==> src/kbd_config.svh <==
// Keyboard block configuration
// Matrix geometry, Wishbone window and PIA register numbers

`ifndef KBD_CONFIG_SVH
`define KBD_CONFIG_SVH

// Key matrix geometry
`define KBD_ROW_COUNT   10              // PET matrix has 10 rows of 8 keys
`define KBD_ADDR_WIDTH  4               // Row index width

// Wishbone address map
`define WB_ADDR_WIDTH   17
`define WB_KBD_BASE     13'h1800        // Upper address bits of the keyboard window

// PIA1 register selects (cpu_addr[1:0])
`define PIA_PORTA       2'd0            // Row select output
`define PIA_PORTB       2'd2            // Column input

`endif

==> src/kbd_pkg.sv <==
// Keyboard block types
// Data, row and register-select types plus the Wishbone request
// and PIA snoop structs shared between the keyboard modules

`include "kbd_config.svh"

package kbd_pkg;

    typedef logic [7:0]                 kbd_data_t;     // One matrix row, active low
    typedef logic [`KBD_ADDR_WIDTH-1:0] kbd_row_t;      // Row index
    typedef logic [1:0]                 pia_rs_t;       // PIA register select

    // One Wishbone request, valid is cycle AND strobe
    typedef struct packed {
        logic [`WB_ADDR_WIDTH-1:0] addr;
        kbd_data_t                 data;
        logic                      we;
        logic                      valid;
    } wb_req_t;

    // CPU side view of the PIA
    typedef struct packed {
        kbd_row_t row;              // Row last written to port A
        logic     port_b_read;      // Port B read in progress
    } snoop_t;

endpackage

==> src/kbd_matrix.sv <==
// Keyboard matrix store
// Wishbone slave holding the 10x8 active-low key matrix. Decodes the
// keyboard window, acks one cycle after each request and gives the
// CPU side an asynchronous read port on the selected row

`timescale 1ns/1ps
`include "kbd_config.svh"

module kbd_matrix (
    input  logic               wb_clock_i,
    input  logic               reset_i,
    input  kbd_pkg::wb_req_t   wb_req_i,
    output kbd_pkg::kbd_data_t wb_data_o,
    output logic               wb_ack_o,
    input  kbd_pkg::kbd_row_t  cpu_row_i,
    output kbd_pkg::kbd_data_t cpu_row_data_o
);
    import kbd_pkg::*;

    // A pressed key clears its bit, an idle row reads FF
    kbd_data_t matrix [`KBD_ROW_COUNT];

    kbd_row_t wb_row;           // Row index from the low address bits
    logic     wb_select;        // Valid request inside the window
    logic     wb_row_valid;     // Row exists in the matrix
    logic     matrix_we;

    assign wb_row       = wb_req_i.addr[`KBD_ADDR_WIDTH-1:0];
    assign wb_select    = wb_req_i.valid
                       && (wb_req_i.addr[`WB_ADDR_WIDTH-1:`KBD_ADDR_WIDTH] == `WB_KBD_BASE);
    assign wb_row_valid = (wb_row < `KBD_ROW_COUNT);

    // Rows 10..15 are acked but never stored
    assign matrix_we = wb_select && wb_req_i.we && wb_row_valid;

    // Matrix array, all keys released after reset
    always_ff @(posedge wb_clock_i) begin
        if (reset_i) begin
            for (int i = 0; i < `KBD_ROW_COUNT; i++) begin
                matrix[i] <= 8'hFF;
            end
        end else if (matrix_we) begin
            matrix[wb_row] <= wb_req_i.data;
        end
    end

    // Ack exactly one clock after each accepted request
    always_ff @(posedge wb_clock_i) begin
        if (reset_i) begin
            wb_ack_o <= 1'b0;
        end else begin
            wb_ack_o <= wb_select;       // No back-pressure, so acks can be back to back
        end
    end

    // Read data lines up with the ack
    always_ff @(posedge wb_clock_i) begin
        if (wb_select && !wb_req_i.we) begin
            wb_data_o <= wb_row_valid ? matrix[wb_row] : 8'hFF;
        end
    end

    // CPU read port, rows past the matrix look like no keys pressed
    assign cpu_row_data_o = (cpu_row_i < `KBD_ROW_COUNT) ? matrix[cpu_row_i] : 8'hFF;

    // Every ack traces back to a valid request on the previous edge
    ack_after_req: assert property (
        @(posedge wb_clock_i) disable iff (reset_i)
        $rose(wb_ack_o) |-> $past(wb_req_i.valid)
    ) else $error("kbd_matrix: ack without a request");

    // A write past the last row leaves the row seen by the CPU port alone
    write_in_range: assert property (
        @(posedge wb_clock_i) disable iff (reset_i)
        wb_select && wb_req_i.we && !wb_row_valid
            |=> $changed(cpu_row_i) || $stable(cpu_row_data_o)
    ) else $error("kbd_matrix: write past last row");

endmodule

==> src/kbd_read_merge.sv <==
// Keyboard read merge
// Registers the selected row and decides when the keyboard block
// takes over the CPU data bus during a port B read

`timescale 1ns/1ps

module kbd_read_merge (
    input  logic               wb_clock_i,
    input  logic               reset_i,
    input  kbd_pkg::snoop_t    snoop_i,
    input  kbd_pkg::kbd_data_t row_data_i,     // Selected row from the matrix
    output kbd_pkg::kbd_data_t cpu_data_o,
    output logic               cpu_data_oe_o   // Drive the CPU data bus
);
    import kbd_pkg::*;

    localparam kbd_data_t NO_KEYS = 8'hFF;     // Row with nothing pressed

    // Follows matrix writes and row changes one clock later
    always_ff @(posedge wb_clock_i) begin
        if (reset_i) begin
            cpu_data_o <= NO_KEYS;
        end else begin
            cpu_data_o <= row_data_i;
        end
    end

    // Only intercept the read when some key in the row is down,
    // otherwise the real PIA answers
    assign cpu_data_oe_o = snoop_i.port_b_read && (cpu_data_o != NO_KEYS);

    // An idle row is never driven onto the CPU bus
    no_idle_drive: assert property (
        @(posedge wb_clock_i) disable iff (reset_i)
        cpu_data_oe_o |-> $past(row_data_i) != NO_KEYS
    ) else $error("kbd_read_merge: driving an idle row");

endmodule

==> src/pet_keyboard.sv <==
// PET keyboard block
// Presents a host-written key matrix to the CPU as PIA1 would.
// Packs the Wishbone and CPU inputs and joins the matrix store,
// the PIA snoop and the read merge

`timescale 1ns/1ps
`include "kbd_config.svh"

module pet_keyboard (
    input  logic                      wb_clock_i,
    input  logic                      reset_i,
    input  logic [`WB_ADDR_WIDTH-1:0] wb_addr_i,
    input  kbd_pkg::kbd_data_t        wb_data_i,
    output kbd_pkg::kbd_data_t        wb_data_o,
    input  logic                      wb_we_i,
    input  logic                      wb_cycle_i,
    input  logic                      wb_strobe_i,
    output logic                      wb_ack_o,
    input  kbd_pkg::pia_rs_t          pia1_rs_i,
    input  logic                      pia1_cs_i,
    input  logic                      cpu_valid_strobe_i,
    input  logic                      cpu_done_strobe_i,
    input  kbd_pkg::kbd_data_t        cpu_data_i,
    output kbd_pkg::kbd_data_t        cpu_data_o,
    output logic                      cpu_data_oe_o,
    input  logic                      cpu_we_i
);
    import kbd_pkg::*;

    wb_req_t   wb_req;
    snoop_t    snoop;
    kbd_data_t row_data;        // Selected row, straight from the matrix

    // Wishbone request
    assign wb_req.addr  = wb_addr_i;
    assign wb_req.data  = wb_data_i;
    assign wb_req.we    = wb_we_i;
    assign wb_req.valid = wb_cycle_i && wb_strobe_i;

    kbd_matrix matrix0 (
        .wb_clock_i    (wb_clock_i),
        .reset_i       (reset_i),
        .wb_req_i      (wb_req),
        .wb_data_o     (wb_data_o),
        .wb_ack_o      (wb_ack_o),
        .cpu_row_i     (snoop.row),
        .cpu_row_data_o(row_data)
    );

    pia_snoop snoop0 (
        .wb_clock_i        (wb_clock_i),
        .reset_i           (reset_i),
        .pia1_rs_i         (pia1_rs_i),
        .pia1_cs_i         (pia1_cs_i),
        .cpu_valid_strobe_i(cpu_valid_strobe_i),
        .cpu_done_strobe_i (cpu_done_strobe_i),
        .cpu_we_i          (cpu_we_i),
        .cpu_data_i        (cpu_data_i),
        .snoop_o           (snoop)
    );

    kbd_read_merge merge0 (
        .wb_clock_i   (wb_clock_i),
        .reset_i      (reset_i),
        .snoop_i      (snoop),
        .row_data_i   (row_data),
        .cpu_data_o   (cpu_data_o),
        .cpu_data_oe_o(cpu_data_oe_o)
    );

endmodule

==> src/pia_snoop.sv <==
// PIA1 snoop
// Watches CPU accesses to PIA1. Port A writes select the keyboard row,
// port B reads raise a flag that holds until the CPU cycle completes

`timescale 1ns/1ps
`include "kbd_config.svh"

module pia_snoop (
    input  logic               wb_clock_i,
    input  logic               reset_i,
    input  kbd_pkg::pia_rs_t   pia1_rs_i,          // PIA register select
    input  logic               pia1_cs_i,          // PIA chip select
    input  logic               cpu_valid_strobe_i, // CPU address and data valid
    input  logic               cpu_done_strobe_i,  // CPU cycle complete
    input  logic               cpu_we_i,
    input  kbd_pkg::kbd_data_t cpu_data_i,
    output kbd_pkg::snoop_t    snoop_o
);
    import kbd_pkg::*;

    logic     pia_access;
    logic     port_a_write;     // CPU selecting the next row
    logic     port_b_start;     // CPU starting a column read
    kbd_row_t row_q;
    logic     port_b_read_q;

    assign pia_access   = cpu_valid_strobe_i && pia1_cs_i;
    assign port_a_write = pia_access &&  cpu_we_i && (pia1_rs_i == `PIA_PORTA);
    assign port_b_start = pia_access && !cpu_we_i && (pia1_rs_i == `PIA_PORTB);

    // Row select, rows 10 and up are kept as written
    always_ff @(posedge wb_clock_i) begin
        if (reset_i) begin
            row_q <= '0;
        end else if (port_a_write) begin
            row_q <= cpu_data_i[`KBD_ADDR_WIDTH-1:0];   // Low bits only
        end
    end

    // Port B read flag, set on the valid strobe and cleared on done
    always_ff @(posedge wb_clock_i) begin
        if (reset_i) begin
            port_b_read_q <= 1'b0;
        end else if (port_b_start) begin
            port_b_read_q <= 1'b1;
        end else if (cpu_done_strobe_i) begin
            port_b_read_q <= 1'b0;
        end
    end

    assign snoop_o.row         = row_q;
    assign snoop_o.port_b_read = port_b_read_q;

    // Bus timing generator never overlaps the two strobes
    strobes_apart: assert property (
        @(posedge wb_clock_i) disable iff (reset_i)
        !(cpu_valid_strobe_i && cpu_done_strobe_i)
    ) else $error("pia_snoop: valid and done strobes together");

endmodule

==> config.mk <==
export PLATFORM = sky130hd
export DESIGN_NAME = pet_keyboard
export DESIGN_NICKNAME = d
export VERILOG_FILES = /design/src/kbd_pkg.sv /design/src/kbd_matrix.sv /design/src/kbd_read_merge.sv /design/src/pet_keyboard.sv /design/src/pia_snoop.sv
export VERILOG_INCLUDE_DIRS = /design/src
export SDC_FILE = /design/constraint.sdc
export NUM_CORES = 1
export LEC_CHECK = 0
export BUFFER_PORTS_ARGS = -buffer_cell sky130_fd_sc_hd__buf_2
export CORE_MARGIN = 5
export CORE_UTILIZATION = 50
export CTS_CLUSTER_DIAMETER = 120
export DETAILED_ROUTE_END_ITERATION = 8
export PLACE_DENSITY = 0.73
export SYNTH_ARGS = -nofsm -noshare
export SYNTH_HDL_FRONTEND = slang
export SYNTH_SLANG_ARGS = --single-unit
==> constraint.sdc <==
create_clock -name wb_clock_i -period 1.8 [get_ports wb_clock_i]
set_input_delay 0.09 -clock wb_clock_i [delete_from_list [all_inputs] [get_ports wb_clock_i]]
set_output_delay 0.09 -clock wb_clock_i [all_outputs]
set_load 0.02 [all_outputs]
==> Word-level counts from Yosys, hierarchy flattened <==
Memories as Yosys holds them, arrays and structs flattened. A register that Yosys moved wholly into a read port is not among the register bits.
Cells that the tools add are included.
{ "totals": {"n_memories": 1, "ff_bits": 6, "ram_bits": 80, "inputBits": 44, "output_inout_bits": 18} }
{ "memory_table": {"columns": ["name", "depth", "width", "read_ports", "rd_ports_with_merged_regs", "wr", "line", "source"], "rows": [
  ["matrix0.matrix", 10, 8, 2, 2, 10, "kbd_matrix.sv:21", "kbd_data_t matrix [`KBD_ROW_COUNT];"]
]} }
{ "classes": {"n_eq_ne": 3, "order_cmp": 2, "reduce_logical": 18, "mux": 10, "n_bitwise": 1} }
{ "ops": {"columns": ["cell", "n"], "rows": [
  ["13-bit == test, second input constant", 1],
  ["1-bit logical AND", 11],
  ["4-bit < comparator, second input constant", 2],
  ["1-bit two-way mux", 8],
  ["8-bit two-way mux", 1],
  ["8-bit != test, second input constant", 1],
  ["8-bit OR reduction", 1],
  ["4-bit two-way mux", 1],
  ["1-bit logical NOT", 3],
  ["2-bit == test, second input constant", 1],
  ["2-bit logical NOT", 1],
  ["2-bit nonzero test", 1],
  ["2-bit OR reduction", 1],
  ["1-bit NOT", 1]
]} }

==> Logic depth before layout (Yosys ltp) <==
{ "depth": {"ltp_word": 9, "mapped_depth": 7, "ltp_nobuf": 4} }

==> By module <==
Synthesis repeated with hierarchy kept, for this count alone.
{ "unflattened": {"hier_cells": 479, "area_unflattened_um2": 5709.2} }
{ "modules_own_cells": {"columns": ["module", "cells_each", "area_per_inst_um2", "n_inst", "seq_area_each_um2"], "rows": [
  ["kbd_matrix", 436, 5223.8, 1, 2662.6],
  ["pia_snoop", 23, 249.0, 1, 100.1],
  ["kbd_read_merge", 19, 230.2, 1, 160.2],
  ["pet_keyboard", 1, 6.3, 1, 0.0]
]} }

==> Least setup slack after synthesis <==
OpenSTA, ideal clock, no wires.
{ "synth_path": {"path_kind": "input to register", "startpoint": "input port wb_addr_i[4]", "endpoint": "register matrix0.wb_data_o[0], read port of matrix0.matrix (enable)", "path_slack_ns": -0.096, "arrival_time_ns": 1.512, "n_path_buf": 1, "path_stages": 4, "required_ns": 1.417, "setup_ns": 0.383, "path_cell_list": "nor4b_4 nand4_4 clkbuf_1 nor3_1"} }
{ "synth_via": {"elab_chain_len": 3} }
{ "synth_rtl": {"columns": ["element", "line", "source"], "rows": [
  ["start: declaration", "pet_keyboard.sv:12", "input logic [`WB_ADDR_WIDTH-1:0] wb_addr_i,"],
  ["13-bit == test (no source line)", null, null],
  ["1-bit logical AND", "kbd_matrix.sv:29", "assign wb_select = wb_req_i.valid"],
  ["1-bit logical AND", "kbd_matrix.sv:58", "if (wb_select && !wb_req_i.we) begin"],
  ["end: declaration", "kbd_matrix.sv:13", "output kbd_pkg::kbd_data_t wb_data_o,"]
]} }
Every way passes these cells.
A chain may end at the register's enable or synchronous reset.

==> Final worst setup path <==
{ "layout_path": {"startpoint": "register snoop0.row_q[0]", "endpoint": "register merge0.cpu_data_o[6], read port of matrix0.matrix"} }
{ "layout_via": {"elab_chain_len": 3} }
{ "layout_rtl": {"columns": ["element", "line", "source"], "rows": [
  ["start: declaration", "pia_snoop.sv:24", "kbd_row_t row_q;"],
  ["start signal: assignment", "pia_snoop.sv:36", "row_q <= cpu_data_i[`KBD_ADDR_WIDTH-1:0];"],
  ["4-bit < comparator (no source line)", null, null],
  ["1-bit NOT (no source line)", null, null],
  ["2-bit OR reduction (no source line)", null, null],
  ["end: declaration", "kbd_read_merge.sv:12", "output kbd_pkg::kbd_data_t cpu_data_o,"]
]} }
Several ways; a longest one is shown, not always the timed one.

==> run metrics <==
Worst setup EP type register; Antenna diodes 0; top cells by area, synth edfxtp_1, mux4_2, nand2_1; worst r2r src snoop0.row_q[0]$_SDFFE_PP0P_; core area 9770 um^2; static leakage 2.05 nW; vias in the first global route 3511; register area share after synthesis 58.4%; Die Y 110 um; Remaining DRCs 0; die width 110 um; hold path startpoint wb_data_i[5]; Gates resized, CTS repair 0; Post-Syn Instances 361; Fillers 718; clock root cell clkbuf_8; Hold Path Class input pin to register; Synth Register Bits 102; max_cap viols 0; setup_tns 0 ns; final worst-path cycle share between 90% and 100%; IO buf count 57; Max transition margin 48.5%; RSZ-0062 raised after global routing no; clock latency on the worst-skew pair ~0.37 ns; via count 3430; CTS H-Tree Depth 3; distinct cell type count after synthesis 40; Crit Path Max Fanout 25; most frequent cell after synthesis edfxtp_1; Nets 483; worst vdd ir between 0.0003 and 0.0004 V; min Tclk post-route 1.68 ns; mean area per synthesized cell approximately 14 um^2; antenna violations before repair 0; Yosys top cell by area edfxtp_1; pwr/cell area 775 nW/um^2; Site Rows 36; Crit path arrival time 1.89 ns; die area 12100 um^2; Worst-Margin Slew 0.770 ns; Pre-antenna DRT Iters 5; final hold viol count 0; flip-flop and latch area 2920 um^2; maximum clock frequency 597 MHz; Synthesized Nets 405; total power 4.58 mW; final setup skew 0.0168 ns; pin count of the biggest net entering global routing 26; Clock Sinks 102; YS warnings 0; IO Count 62; first-pass GRT wire length 19100 um; initial DRC count 319; Total Routing Usage GR 21.7%; layout cells sized above 1 34.0%; wire per inst 21.2 um; Post-synth EDFFs 88; final cell count without fillers 577; CP Class register to register; list of most frequent post-synthesis cells edfxtp_1, nand2_1, mux4_2; Max Buffers Root-to-Sink 2; CP Launch Type register; most used flip-flop cell after synthesis edfxtp_1; Post-Syn Area 5000 um^2; area of the multi-input gates 1940 um^2; placed insts 556; top-area cell type share of the netlist area 52.8%; post-route antenna net violation count 0; CTS tree built; Layout Area Growth over Synthesis 18.2%; total CTS buffers 9; gpl congestion 0.842; status complete, no violations; Crit. Startpoint snoop0.row_q[0]$_SDFFE_PP0P_; WP data required 2.01 ns; HPWL Detailed 8870 um; clk slew on worst S/H paths 0.11 ns; starting density of the core 51.2%; grt ovf 0; # setup viols final 0; Post-synth ARST share 0%; total wire length 12200 um; vias per inst 5.94; Slew Limit Fails 0; postcts setup bufs 0
[metal layers]
| layer | GRT usage (%) | share of wire, % |
|---|---|---|
| met5 | 0 | 0 |
| met4 | 9.44 | 2.7 |
| met3 | 2.39 | 7.9 |
| met2 | 37.3 | 52 |
| met1 | 27.9 | 38 |
[final cells by class]
cell class	count	area share [%]
multi-input combinational	233	32.9
tap	133	2.81
clock inverter	6	0.910
sequential	102	49.4
inverter	2	0.127
clock buffer	10	2.16
timing repair buffer	91	11.7
[what timing repair did]
action                                  in CTS  in global routing
endpoints found under the setup margin       0                  0
hold endpoints to repair                     5                  0
hold buffers                                 5                  0
[worst max-delay path: stages, from the launching register on]
cell and delay (ns):
dfxtp_1 0.37, buf_12 0.24, mux4_2 0.54, o22ai_1 0.29, a21oi_1 0.08
[where the power goes]
group | leakage, nW | switching, mW | internal (mW)
sequential | 0.993 | 0.0571 | 2.67
clock | 0.0898 | 0.827 | 0.531
combinational | 0.965 | 0.268 | 0.236
total | 2.05 | 1.15 | 3.43
[through the flow]
stage	worst slack (ns)	util [%]	hold WS (ns)	area (um^2)
6_report	0.125	60.5	0.0163	5910
5_1_grt	0.0591	60.5	0.0300	5910
4_1_cts	0.129	60.5	0.0105	5910
3_5_place_dp	-0.00869	58.1	0.339	5680
3_3_place_gp	0.0277	58.1	0.328	5680
2_1_floorplan	0.106	-	0.237	5010
[cells in the final DEF, fill, tap and decap left out, types with 2 or more instances in the layout]
| master | netlist | final |
|---|---|---|
| edfxtp_1 | 88 | 88 |
| nand2_1 | 76 | 76 |
| buf_2 | 8 | 57 |
| mux4_2 | 32 | 32 |
| nor2_1 | 25 | 25 |
| mux2i_1 | 20 | 20 |
| buf_4 | 1 | 18 |
| a21oi_1 | 17 | 17 |
| o22ai_1 | 15 | 15 |
| dfxtp_1 | 14 | 14 |
| buf_12 | 0 | 11 |
| or3_1 | 9 | 9 |
| clkbuf_8 | 0 | 9 |
| a21o_1 | 6 | 6 |
| dlygate4sd3_1 | 0 | 5 |
| a31o_2 | 4 | 4 |
| nor3_1 | 4 | 3 |
| inv_6 | 0 | 3 |
| nor4_4 | 2 | 2 |
| nand4_1 | 2 | 2 |
| nor3_4 | 2 | 2 |
| nor4b_2 | 2 | 2 |
[path summary, 6_finish.rpt]
path,cells past startpoint,endpoint,slack (ns)
max,4,merge0.cpu_data_o[6]$_SDFF_PP1_,0.12
max reg2reg,4,merge0.cpu_data_o[6]$_SDFF_PP1_,0.12
min reg2reg,2,snoop0.port_b_read_q$_SDFFE_PP0P_,0.52
min,2,matrix0.matrix[9][5]$_DFFE_PP_,0.02
[flip-flops by register name (all words and copies together) (netlist names)]
name and count:
snoop0.row_q 4, matrix0.matrix 80, matrix0.wb_ack_o 1, merge0.cpu_data_o 8
snoop0.port_b_read_q 1, matrix0.wb_data_o 8
[cell families (layout without fill, tap and decap cells)]
group,after synthesis,in the layout,synth area share [%]
compound gates,45,45,5.58
buf+inv,26,109,2.83
flops,102,102,58.4
mux,52,52,18.4
simple gates,136,136,14.8
Note: power is estimated with default switching activity, not from simulation.
